## src/verilog/mmio_pkg.sv

```systemverilog
// ==================================================
// MMIO bridge shared types
// TLX opcodes, response codes, widths and the
// structs passed between the bridge blocks
// ==================================================
package mmio_pkg;

   // ==================================================
   // Plain widths
   // ==================================================
   typedef logic [7:0]   tl_opcode_t;      // TLX opcode
   typedef logic [3:0]   resp_code_t;      // TLX response code
   typedef logic [15:0]  capptag_t;        // Host command tag
   typedef logic [63:0]  pa_t;             // Physical address
   typedef logic [31:0]  mmio_addr_t;      // Low part of pa
   typedef logic [63:0]  mmio_data_t;      // One MMIO word
   typedef logic [511:0] line_t;           // Full TLX data flit
   typedef logic [2:0]   lane_t;           // 64-bit lane, pa[5:3]
   typedef logic [3:0]   resp_credit_t;
   typedef logic [5:0]   data_credit_t;

   // Host to AFU opcodes, partial memory only
   localparam tl_opcode_t OPC_PR_RD_MEM = 8'h28;
   localparam tl_opcode_t OPC_PR_WR_MEM = 8'h86;

   // AFU to host response opcodes
   localparam tl_opcode_t RESP_MEM_RD_RESPONSE = 8'h01;
   localparam tl_opcode_t RESP_MEM_RD_FAIL     = 8'h02;
   localparam tl_opcode_t RESP_MEM_WR_RESPONSE = 8'h04;
   localparam tl_opcode_t RESP_MEM_WR_FAIL     = 8'h05;

   // Response codes
   localparam resp_code_t CODE_NULL     = 4'h0;
   localparam resp_code_t CODE_DERROR   = 4'h8;   // Corrupt write data
   localparam resp_code_t CODE_BAD_ADDR = 4'hB;   // Outside BAR0 or misaligned
   localparam resp_code_t CODE_FAILED   = 4'hE;   // MMIO side gave up

   // Payload length codes
   localparam logic [2:0] PL_4B = 3'd2;
   localparam logic [2:0] PL_8B = 3'd3;

   typedef enum logic {FAULT_BAD_ADDR, FAULT_DATA_ERR} fault_e;

   typedef enum logic [1:0] {ST_IDLE, ST_STROBE, ST_WAIT} access_state_e;

   // ==================================================
   // Structs
   // ==================================================
   typedef struct packed {
      tl_opcode_t opcode;
      capptag_t   capptag;
      logic [2:0] pl;
      pa_t        pa;
   } tlx_cmd_t;

   typedef struct packed {
      logic       wr;     // Write when set, read otherwise
      logic       dw;     // 8-byte access
      mmio_addr_t addr;
      mmio_data_t data;
   } mmio_req_t;

   typedef struct packed {
      logic       failed;
      mmio_data_t data;
   } mmio_result_t;

   // Command context kept for the response side
   typedef struct packed {
      logic     wr;
      capptag_t capptag;
      lane_t    lane;
   } cmd_ctx_t;

   typedef struct packed {
      tl_opcode_t opcode;
      capptag_t   capptag;
      resp_code_t code;
   } tlx_resp_t;

endpackage

```

## src/verilog/tlx_cmd_decode.sv

```systemverilog
// ==================================================
// TLX command decode
// Latches partial memory commands, checks BAR0 and
// alignment, picks the write lane, issues work
// ==================================================
`timescale 1ns/100ps

module tlx_cmd_decode import mmio_pkg::*; (
   input  logic      clk_tlx,
   input  logic      rst_n,
   input  pa_t       cfg_f1_mmio_bar0,
   input  pa_t       cfg_f1_mmio_bar0_mask,
   input  logic      tlx_afu_cmd_valid,
   input  tlx_cmd_t  tlx_afu_cmd,
   input  logic      tlx_afu_cmd_data_valid,
   input  logic      tlx_afu_cmd_data_bdi,
   input  line_t     tlx_afu_cmd_data_bus,
   output logic      afu_tlx_cmd_rd_req,
   output logic      access_go,
   output mmio_req_t access_req,
   output logic      fault_valid,
   output fault_e    fault,
   output cmd_ctx_t  cmd_ctx
);

   tlx_cmd_t   cmd_q;          // Held until next command
   logic       cmd_valid_q;
   logic       data_valid_q;
   logic       data_bdi_q;
   mmio_data_t data_q;         // Selected lane of the flit
   logic       cmd_wr;
   logic       cmd_rd;
   logic       cmd_dw;
   logic       in_bar0;
   logic       aligned;
   logic       granted;
   logic       cmd_fault;
   logic       data_fault;

   // ==================================================
   // Command and data capture
   // ==================================================
   always_ff @(posedge clk_tlx)
   begin
      if (tlx_afu_cmd_valid)
         cmd_q <= tlx_afu_cmd;
      if (tlx_afu_cmd_data_valid)
      begin
         data_q     <= tlx_afu_cmd_data_bus[cmd_q.pa[5:3]*64 +: 64];  // Lane by pa[5:3]
         data_bdi_q <= tlx_afu_cmd_data_bdi;
      end
   end

   // Valid strobes delayed one cycle to line up with the latched fields
   always_ff @(posedge clk_tlx or negedge rst_n)
   begin
      if (!rst_n)
      begin
         cmd_valid_q        <= 1'b0;
         data_valid_q       <= 1'b0;
         afu_tlx_cmd_rd_req <= 1'b0;
      end
      else
      begin
         cmd_valid_q        <= tlx_afu_cmd_valid;
         data_valid_q       <= tlx_afu_cmd_data_valid;
         // Ask for the data flit straight away on a partial write
         afu_tlx_cmd_rd_req <= tlx_afu_cmd_valid && (tlx_afu_cmd.opcode == OPC_PR_WR_MEM);
      end
   end

   // ==================================================
   // Decode and checks
   // ==================================================
   assign cmd_wr = (cmd_q.opcode == OPC_PR_WR_MEM);
   assign cmd_rd = (cmd_q.opcode == OPC_PR_RD_MEM);
   assign cmd_dw = (cmd_q.pl == PL_8B);

   assign in_bar0 = ((cmd_q.pa & cfg_f1_mmio_bar0_mask) == cfg_f1_mmio_bar0);
   assign aligned = ((cmd_q.pl == PL_4B) && (cmd_q.pa[1:0] == 2'b00)) ||
                    ((cmd_q.pl == PL_8B) && (cmd_q.pa[2:0] == 3'b000));
   assign granted = in_bar0 && aligned;

   // Bad address reported at command time, even for a write
   assign cmd_fault  = cmd_valid_q && (cmd_rd || cmd_wr) && !granted;
   // Poisoned flit on an otherwise good write
   assign data_fault = data_valid_q && cmd_wr && granted && data_bdi_q;

   // Read goes at command time, write once clean data is in
   assign access_go = (cmd_valid_q && cmd_rd && granted) ||
                      (data_valid_q && cmd_wr && granted && !data_bdi_q);

   assign access_req.wr   = cmd_wr;
   assign access_req.dw   = cmd_dw;
   assign access_req.addr = cmd_q.pa[31:0];
   assign access_req.data = data_q;     // Don't care on reads

   assign fault_valid = cmd_fault || data_fault;
   assign fault       = data_fault ? FAULT_DATA_ERR : FAULT_BAD_ADDR;

   // Context for the response block
   assign cmd_ctx.wr      = cmd_wr;
   assign cmd_ctx.capptag = cmd_q.capptag;
   assign cmd_ctx.lane    = cmd_q.pa[5:3];

endmodule

```

## src/verilog/mmio_access_ctrl.sv

```systemverilog
// ==================================================
// MMIO access control
// Issues one MMIO strobe per request and waits for
// done or failed from the MMIO side
// ==================================================
`timescale 1ns/100ps

module mmio_access_ctrl import mmio_pkg::*; (
   input  logic         clk_tlx,
   input  logic         rst_n,
   input  logic         access_go,
   input  mmio_req_t    access_req,
   output logic         mmio_wr,
   output logic         mmio_rd,
   output logic         mmio_dw,
   output mmio_addr_t   mmio_addr,
   output mmio_data_t   mmio_din,
   input  mmio_data_t   mmio_dout,
   input  logic         mmio_done,
   input  logic         mmio_failed,
   output logic         result_valid,
   output mmio_result_t result
);

   access_state_e state;
   mmio_req_t     req_q;       // Request held for the strobe cycle
   logic          strobe;
   logic          finish;

   assign strobe = (state == ST_STROBE);
   assign finish = (state == ST_WAIT) && (mmio_done || mmio_failed);

   // ==================================================
   // State machine
   // ==================================================
   always_ff @(posedge clk_tlx or negedge rst_n)
   begin
      if (!rst_n)
         state <= ST_IDLE;
      else
      begin
         case (state)
            ST_IDLE:
            begin
               if (access_go)
                  state <= ST_STROBE;
            end
            ST_STROBE:
               state <= ST_WAIT;        // Strobe lasts one cycle
            ST_WAIT:
            begin
               if (mmio_done || mmio_failed)
                  state <= ST_IDLE;
            end
            default:
               state <= ST_IDLE;
         endcase
      end
   end

   always_ff @(posedge clk_tlx)
   begin
      if ((state == ST_IDLE) && access_go)
         req_q <= access_req;
   end

   // MMIO side strobes
   assign mmio_wr   = strobe && req_q.wr;
   assign mmio_rd   = strobe && !req_q.wr;
   assign mmio_dw   = strobe && req_q.dw;
   assign mmio_addr = req_q.addr;
   assign mmio_din  = req_q.data;

   // ==================================================
   // Result capture
   // ==================================================
   always_ff @(posedge clk_tlx or negedge rst_n)
   begin
      if (!rst_n)
         result_valid <= 1'b0;
      else
         result_valid <= finish;
   end

   always_ff @(posedge clk_tlx)
   begin
      if (finish)
         result.failed <= mmio_failed;   // Failed wins over done
      if (finish && mmio_done)
         result.data <= mmio_dout;
   end

endmodule

```

## src/verilog/tlx_resp_gen.sv

```systemverilog
// ==================================================
// TLX response generator
// Builds opcode, code and lane-placed read data and
// holds MMIO results until credit is available
// ==================================================
`timescale 1ns/100ps

module tlx_resp_gen import mmio_pkg::*; (
   input  logic         clk_tlx,
   input  logic         rst_n,
   input  logic         fault_valid,
   input  fault_e       fault,
   input  logic         result_valid,
   input  mmio_result_t result,
   input  cmd_ctx_t     cmd_ctx,
   input  logic         credit_ok,
   output logic         afu_tlx_resp_valid,
   output tlx_resp_t    afu_tlx_resp,
   output logic         afu_tlx_rdata_valid,
   output line_t        afu_tlx_rdata_bus
);

   mmio_result_t result_q;     // Held while pending
   logic         pending;
   logic         fire;
   tlx_resp_t    resp_nxt;
   line_t        rdata_nxt;

   // MMIO result goes out once both credit pools have room
   assign fire = pending && credit_ok;

   // ==================================================
   // Opcode and code selection
   // ==================================================
   always_comb
   begin
      resp_nxt.capptag = cmd_ctx.capptag;       // Echo host tag
      if (fault_valid)
      begin
         if (fault == FAULT_DATA_ERR)
         begin
            resp_nxt.opcode = RESP_MEM_WR_FAIL;   // Only writes carry data
            resp_nxt.code   = CODE_DERROR;
         end
         else
         begin
            resp_nxt.opcode = cmd_ctx.wr ? RESP_MEM_WR_FAIL : RESP_MEM_RD_FAIL;
            resp_nxt.code   = CODE_BAD_ADDR;
         end
      end
      else if (result_q.failed)
      begin
         resp_nxt.opcode = cmd_ctx.wr ? RESP_MEM_WR_FAIL : RESP_MEM_RD_FAIL;
         resp_nxt.code   = CODE_FAILED;
      end
      else
      begin
         resp_nxt.opcode = cmd_ctx.wr ? RESP_MEM_WR_RESPONSE : RESP_MEM_RD_RESPONSE;
         resp_nxt.code   = CODE_NULL;
      end
   end

   // Read word into its lane, rest zero
   always_comb
   begin
      rdata_nxt = '0;
      rdata_nxt[cmd_ctx.lane*64 +: 64] = result_q.data;
   end

   // ==================================================
   // Pending result and output registers
   // ==================================================
   always_ff @(posedge clk_tlx)
   begin
      if (result_valid)
         result_q <= result;
      if (fault_valid || fire)
         afu_tlx_resp <= resp_nxt;
      if (fire)
         afu_tlx_rdata_bus <= rdata_nxt;
   end

   always_ff @(posedge clk_tlx or negedge rst_n)
   begin
      if (!rst_n)
      begin
         pending             <= 1'b0;
         afu_tlx_resp_valid  <= 1'b0;
         afu_tlx_rdata_valid <= 1'b0;
      end
      else
      begin
         if (result_valid)
            pending <= 1'b1;
         else if (fire)
            pending <= 1'b0;
         afu_tlx_resp_valid  <= fault_valid || fire;    // Faults skip the credit gate
         afu_tlx_rdata_valid <= fire && !cmd_ctx.wr && !result_q.failed;
      end
   end

endmodule

```

## src/verilog/tlx_resp_credit.sv

```systemverilog
// ==================================================
// TLX response credits
// Tracks response and response-data credits, loaded
// from the host's initial values after reset
// ==================================================
`timescale 1ns/100ps

module tlx_resp_credit import mmio_pkg::*; (
   input  logic         clk_tlx,
   input  logic         rst_n,
   input  logic         tlx_afu_resp_credit,
   input  logic         tlx_afu_resp_data_credit,
   input  resp_credit_t tlx_afu_resp_initial_credit,
   input  data_credit_t tlx_afu_resp_data_initial_credit,
   input  logic         afu_tlx_resp_valid,
   input  logic         afu_tlx_rdata_valid,
   output logic         credit_ok
);

   resp_credit_t resp_cnt;
   data_credit_t data_cnt;
   logic         loaded;       // Initial values taken

   always_ff @(posedge clk_tlx or negedge rst_n)
   begin
      if (!rst_n)
      begin
         loaded    <= 1'b0;
         resp_cnt  <= '0;
         data_cnt  <= '0;
         credit_ok <= 1'b0;
      end
      else if (!loaded)
      begin
         // First cycle out of reset
         loaded   <= 1'b1;
         resp_cnt <= tlx_afu_resp_initial_credit;
         data_cnt <= tlx_afu_resp_data_initial_credit;
      end
      else
      begin
         case ({tlx_afu_resp_credit, afu_tlx_resp_valid})
            2'b10:   resp_cnt <= resp_cnt + 4'd1;   // Host returned one
            2'b01:   resp_cnt <= resp_cnt - 4'd1;   // One used
            default: resp_cnt <= resp_cnt;
         endcase
         case ({tlx_afu_resp_data_credit, afu_tlx_rdata_valid})
            2'b10:   data_cnt <= data_cnt + 6'd1;
            2'b01:   data_cnt <= data_cnt - 6'd1;
            default: data_cnt <= data_cnt;
         endcase
         // Both pools must have room
         credit_ok <= (resp_cnt != '0) && (data_cnt != '0);
      end
   end

endmodule

```

## src/verilog/opencapi_mmio_top.sv

```systemverilog
// ==================================================
// OpenCAPI MMIO target bridge top level
// Single clock, one command in flight
// ==================================================
`timescale 1ns/100ps

module opencapi_mmio_top import mmio_pkg::*; (
   input  logic         clk_tlx,
   input  logic         rst_n,
   input  pa_t          cfg_f1_mmio_bar0,
   input  pa_t          cfg_f1_mmio_bar0_mask,
   input  logic         tlx_afu_cmd_valid,
   input  tlx_cmd_t     tlx_afu_cmd,
   input  logic         tlx_afu_cmd_data_valid,
   input  logic         tlx_afu_cmd_data_bdi,
   input  line_t        tlx_afu_cmd_data_bus,
   output logic         afu_tlx_cmd_rd_req,
   output logic         afu_tlx_cmd_credit,
   output logic         afu_tlx_resp_valid,
   output tlx_resp_t    afu_tlx_resp,
   output logic         afu_tlx_rdata_valid,
   output line_t        afu_tlx_rdata_bus,
   input  logic         tlx_afu_resp_credit,
   input  logic         tlx_afu_resp_data_credit,
   input  resp_credit_t tlx_afu_resp_initial_credit,
   input  data_credit_t tlx_afu_resp_data_initial_credit,
   output logic         mmio_wr,
   output logic         mmio_rd,
   output logic         mmio_dw,
   output mmio_addr_t   mmio_addr,
   output mmio_data_t   mmio_din,
   input  mmio_data_t   mmio_dout,
   input  logic         mmio_done,
   input  logic         mmio_failed
);

   logic         access_go;
   mmio_req_t    access_req;
   logic         fault_valid;
   fault_e       fault;
   cmd_ctx_t     cmd_ctx;
   logic         result_valid;
   mmio_result_t result;
   logic         credit_ok;

   // Command credit comes back with each response
   assign afu_tlx_cmd_credit = afu_tlx_resp_valid;

   tlx_cmd_decode u_decode (.*);

   mmio_access_ctrl u_access (.*);

   tlx_resp_gen u_resp (.*);

   tlx_resp_credit u_credit (.*);

endmodule

```

## config.mk

```make
export PLATFORM = sky130hd
export DESIGN_NAME = opencapi_mmio_top
export DESIGN_NICKNAME = d
export VERILOG_FILES = /design/src/verilog/mmio_pkg.sv /design/src/verilog/tlx_cmd_decode.sv /design/src/verilog/mmio_access_ctrl.sv /design/src/verilog/tlx_resp_gen.sv /design/src/verilog/tlx_resp_credit.sv /design/src/verilog/opencapi_mmio_top.sv
export SDC_FILE = /design/constraint.sdc
export NUM_CORES = 1
export LEC_CHECK = 0
export BUFFER_PORTS_ARGS = -buffer_cell sky130_fd_sc_hd__buf_2
export CAP_MARGIN = 5
export CORE_AREA = 2 2 569 571
export DETAILED_ROUTE_END_ITERATION = 16
export DIE_AREA = 0 0 571 573
export SLEW_MARGIN = 10
export SYNTH_ARGS = -nofsm -noshare
export SYNTH_HDL_FRONTEND = slang
export SYNTH_SLANG_ARGS = --single-unit
```

## constraint.sdc

```tcl
create_clock -name clk_tlx -period 19.5 [get_ports clk_tlx]
set_input_delay 1.95 -clock clk_tlx [delete_from_list [all_inputs] [get_ports clk_tlx]]
set_output_delay 1.95 -clock clk_tlx [all_outputs]
set_load 0.05 [all_outputs]
```

==> flow_summary.ini <==
[clock_network]
root_buffer = clkbuf_16
htree_levels = 3
post_cts_buffers = 0
hold_buffers = 0
ctsLongestPathBuffers = 4
clk_pin_slew_ns = 0.06
numCtsBuffers = 109
insertion_delay_ns = 0.85
cts_resized = 0
cts_tree = done
clock-sinks = 940

[synthesis]
synth_ff_type = edfxtp_1
syn_area_um2 = 38200
netlist_instances = 2308
ys_types = 54
async_flop_share_pct = 2.23
synth-edff-count = 919
avgSynthCellArea_um2 = 16.6
ys_seq_area_share_pct = 73.6
synth_seq_cells = 940
yosys_warnings = 0

[timing]
relSlewSlack_pct = 19.7
final-max-slew-violation-count = 0
post-route-period-util_pct = 28.8
tightestPinTransition_ns = 1.20
skew_ns = 0.112
finalSetupViolCount = 0
finalHoldViolations = 0
fmax_mhz = 178
min_period_ns = 5.61
rsz0062_at_grt = false
finalSetupTns_ns = 0

[critical_path]
worstRegToRegCells = 9
arrival_ns = 6.05
cp-endpoint = u_access.mmio_addr[4]
crit_type = in2reg
required_ns = 19.94
path_common_cell = buf_4
cp_top_family = simple AND/OR/NAND/NOR gates
crit_start = cfg_f1_mmio_bar0_mask[21]
reg2reg_from = u_decode.access_req[85]
path_cells = buf_2 -> nand2_1 -> xor2_1 -> nand3_1 -> or4_1 -> nor4_1 -> nand4_1 -> nor4_2 -> buf_4 -> buf_4
crit_cells = 10
cpPeakStageDelay_ns = 0.88
r2r-end = u_access.mmio_addr[4]
cp.buffers_inverters = 3
reg2reg_slack_ns = 14.41
slowest_stage = xor2_1
cp-end-kind = flip-flop
worstSetupStartpointType = input pin
worstPathMaxFanout = 53

[flow_run]
maxCapViolCount = 0

[finish]
layout_common_cells = buf_2 (1447), edfxtp_1 (919), and2_1 (514)
layout_commonest_cell = buf_2
n_fill_cell = 35209
area_growth_syn_to_layout_pct = 41.0
fin_nets = 4539
drive_gt1_share_pct = 47.0

[floorplan]
start_util_pct = 11.9
core_um2 = 320000
io-pin-count = 1457
die-area_um2 = 327000
fp.dieW_um = 571
std_cell_rows = 208
fp.dieH_um = 573

[grt]
track_usage_pct = 12.6
overflow = 0
grt_first_pass_wirelength_mm = 269
antenna_found_initial = 191
grt_pass1_vias = 26079
grt_max_degree = 164

[place]
port_buffers = 1449
place.gp.congestion = 0.991
dp_hpwl_mm = 178

[run_status]
outcome = completed

[power]
powerDensity_nw_per_um2 = 87.1
irDropWorstVdd_uv = 69.6
p_leak_nw = 20.4
total_power_mw = 4.69

[detailed_routing]
drc = 0
wirelength_mm = 215
dr.pass1.iters = 7
postRouteAntennaNets = 0
routedWlPerCell_um = 26.2
num_vias = 26569
vias_per_cell = 3.23
drt_iter0_drc = 2406

[hold_path]
min_path_type = reg2reg
## flip-flops by register name (all words and copies together) (netlist names)
| signal | count |
|---|---|
| u_access.mmio_addr | 32 |
| u_access.mmio_din | 64 |
| u_access.req_q | 2 |
| u_access.result | 65 |
| u_access.result_valid | 1 |
| u_access.state | 2 |
| u_credit.credit_ok | 1 |
| u_credit.data_cnt | 6 |
| u_credit.loaded | 1 |
| u_credit.resp_cnt | 4 |
| u_decode.access_req | 32 |
| u_decode.afu_tlx_cmd_rd_req | 1 |
| u_decode.cmd_ctx | 16 |
| u_decode.cmd_q | 43 |
| u_decode.cmd_valid_q | 1 |
| u_decode.data_bdi_q | 1 |
| u_decode.data_q | 64 |
| u_decode.data_valid_q | 1 |
| u_resp.afu_tlx_rdata_bus | 512 |
| u_resp.afu_tlx_rdata_valid | 1 |
| u_resp.afu_tlx_resp | 23 |
| u_resp.afu_tlx_resp_valid | 1 |
| u_resp.pending | 1 |
| u_resp.result_q | 65 |
## layout make-up
class / count / area [um^2] / area share (%)
inverter: 24 / 100 / 0.186
clock buffer: 143 / 2930 / 5.43
antenna: 123 / 308 / 0.571
sequential: 940 / 28100 / 52.2
multi-input combinational: 1150 / 8950 / 16.6
clock inverter: 54 / 587 / 1.09
tap: 4305 / 5390 / 9.99
timing repair buffer: 1482 / 7520 / 13.9
## worst reg2reg max path, cell delays in order, from the launching register on
cell	delay [ns]
edfxtp_1	0.59
nand2_1	0.18
xor2_1	0.88
nand3_1	0.15
or4_1	0.52
nor4_1	0.28
nand4_1	0.23
nor4_2	0.29
buf_4	0.69
buf_4	0.75
## routing by layer
metal	global-route usage (%)	share of wire, %	vias to the layer above
met3	4.03	9.7	470
li1	-	-	11310
met2	21.6	49	1726
met5	0	0.17	-
met1	14.0	36	13007
met4	6.48	5.4	56
## metrics by stage
stage               hold WS (ns)  util [%]  worst slack (ns)  area (um^2)  instances
floorplan                  0.400         -              6.08        38200       2312
global placement           0.401      15.6             13.03        50100       7901
detailed placement         0.405      15.6             13.08        50100       7901
CTS                        0.413      16.7             14.00        53600       8098
global route               0.418      16.8             13.80        53800       8164
finish                     0.413      16.8             13.89        53900       8221
## report_power, final
group	internal, mW	switching, mW
sequential	2.25	0.0298
combinational	0.151	0.206
clock	1.20	0.858
## synth_stat cells, types with 2 or more instances
cell type | count | share of area [%]
edfxtp_1 | 919 | 72
o22a_1 | 3 | 0.069
nor4b_1 | 2 | 0.046
a21boi_0 | 2 | 0.039
ha_1 | 16 | 0.52
conb_1 | 2 | 0.020
nand4_1 | 15 | 0.25
nor2_1 | 32 | 0.31
mux4_2 | 128 | 7.5
nor3_1 | 5 | 0.065
buf_2 | 13 | 0.17
nor4_1 | 15 | 0.25
nand4bb_1 | 2 | 0.059
xor2_1 | 47 | 1.1
nor2b_1 | 2 | 0.033
a21boi_1 | 3 | 0.059
buf_4 | 102 | 2.0
and2_1 | 514 | 8.4
inv_1 | 23 | 0.23
a211oi_1 | 2 | 0.039
nand2_1 | 250 | 2.5
a21oi_1 | 27 | 0.35
dfrtp_1 | 21 | 1.4
buf_1 | 8 | 0.079
a21o_1 | 7 | 0.14
nand2b_1 | 4 | 0.065
and3b_1 | 7 | 0.16
xnor2_1 | 8 | 0.18
nand3_1 | 20 | 0.26
fa_1 | 2 | 0.10
mux2_2 | 2 | 0.059
nand4b_1 | 3 | 0.069
and3_1 | 7 | 0.11
clkbuf_1 | 75 | 0.74
## cell families (layout without fill, tap and decap cells)
family	Yosys count	count (layout)	share of synthesized area, %
AO/OA/AOI/OAI	55	55	0.936
AND/OR/NAND/NOR	884	884	12.7
other	2	129	0.0196
XOR/XNOR	56	56	1.30
flip-flops	940	940	73.6
multiplexers	131	131	7.63
adder cells (fa/ha/maj)	18	18	0.629
buffers and inverters	222	1703	3.22
## worst min-delay path by stage
stage	from	end	depth (start not counted)
2_1_floorplan	u_decode.data_q[0]	u_access.mmio_din[0]	0
3_3_place_gp	u_access.result[60]	u_resp.result_q[60]	0
3_5_place_dp	u_decode.data_q[12]	u_access.mmio_din[12]	0
4_1_cts	u_access.result[36]	u_resp.result_q[36]	0
5_1_grt	u_decode.data_q[27]	u_access.mmio_din[27]	0
6_report	u_access.result[36]	u_resp.result_q[36]	0
Power figures use the tool's default switching activity.
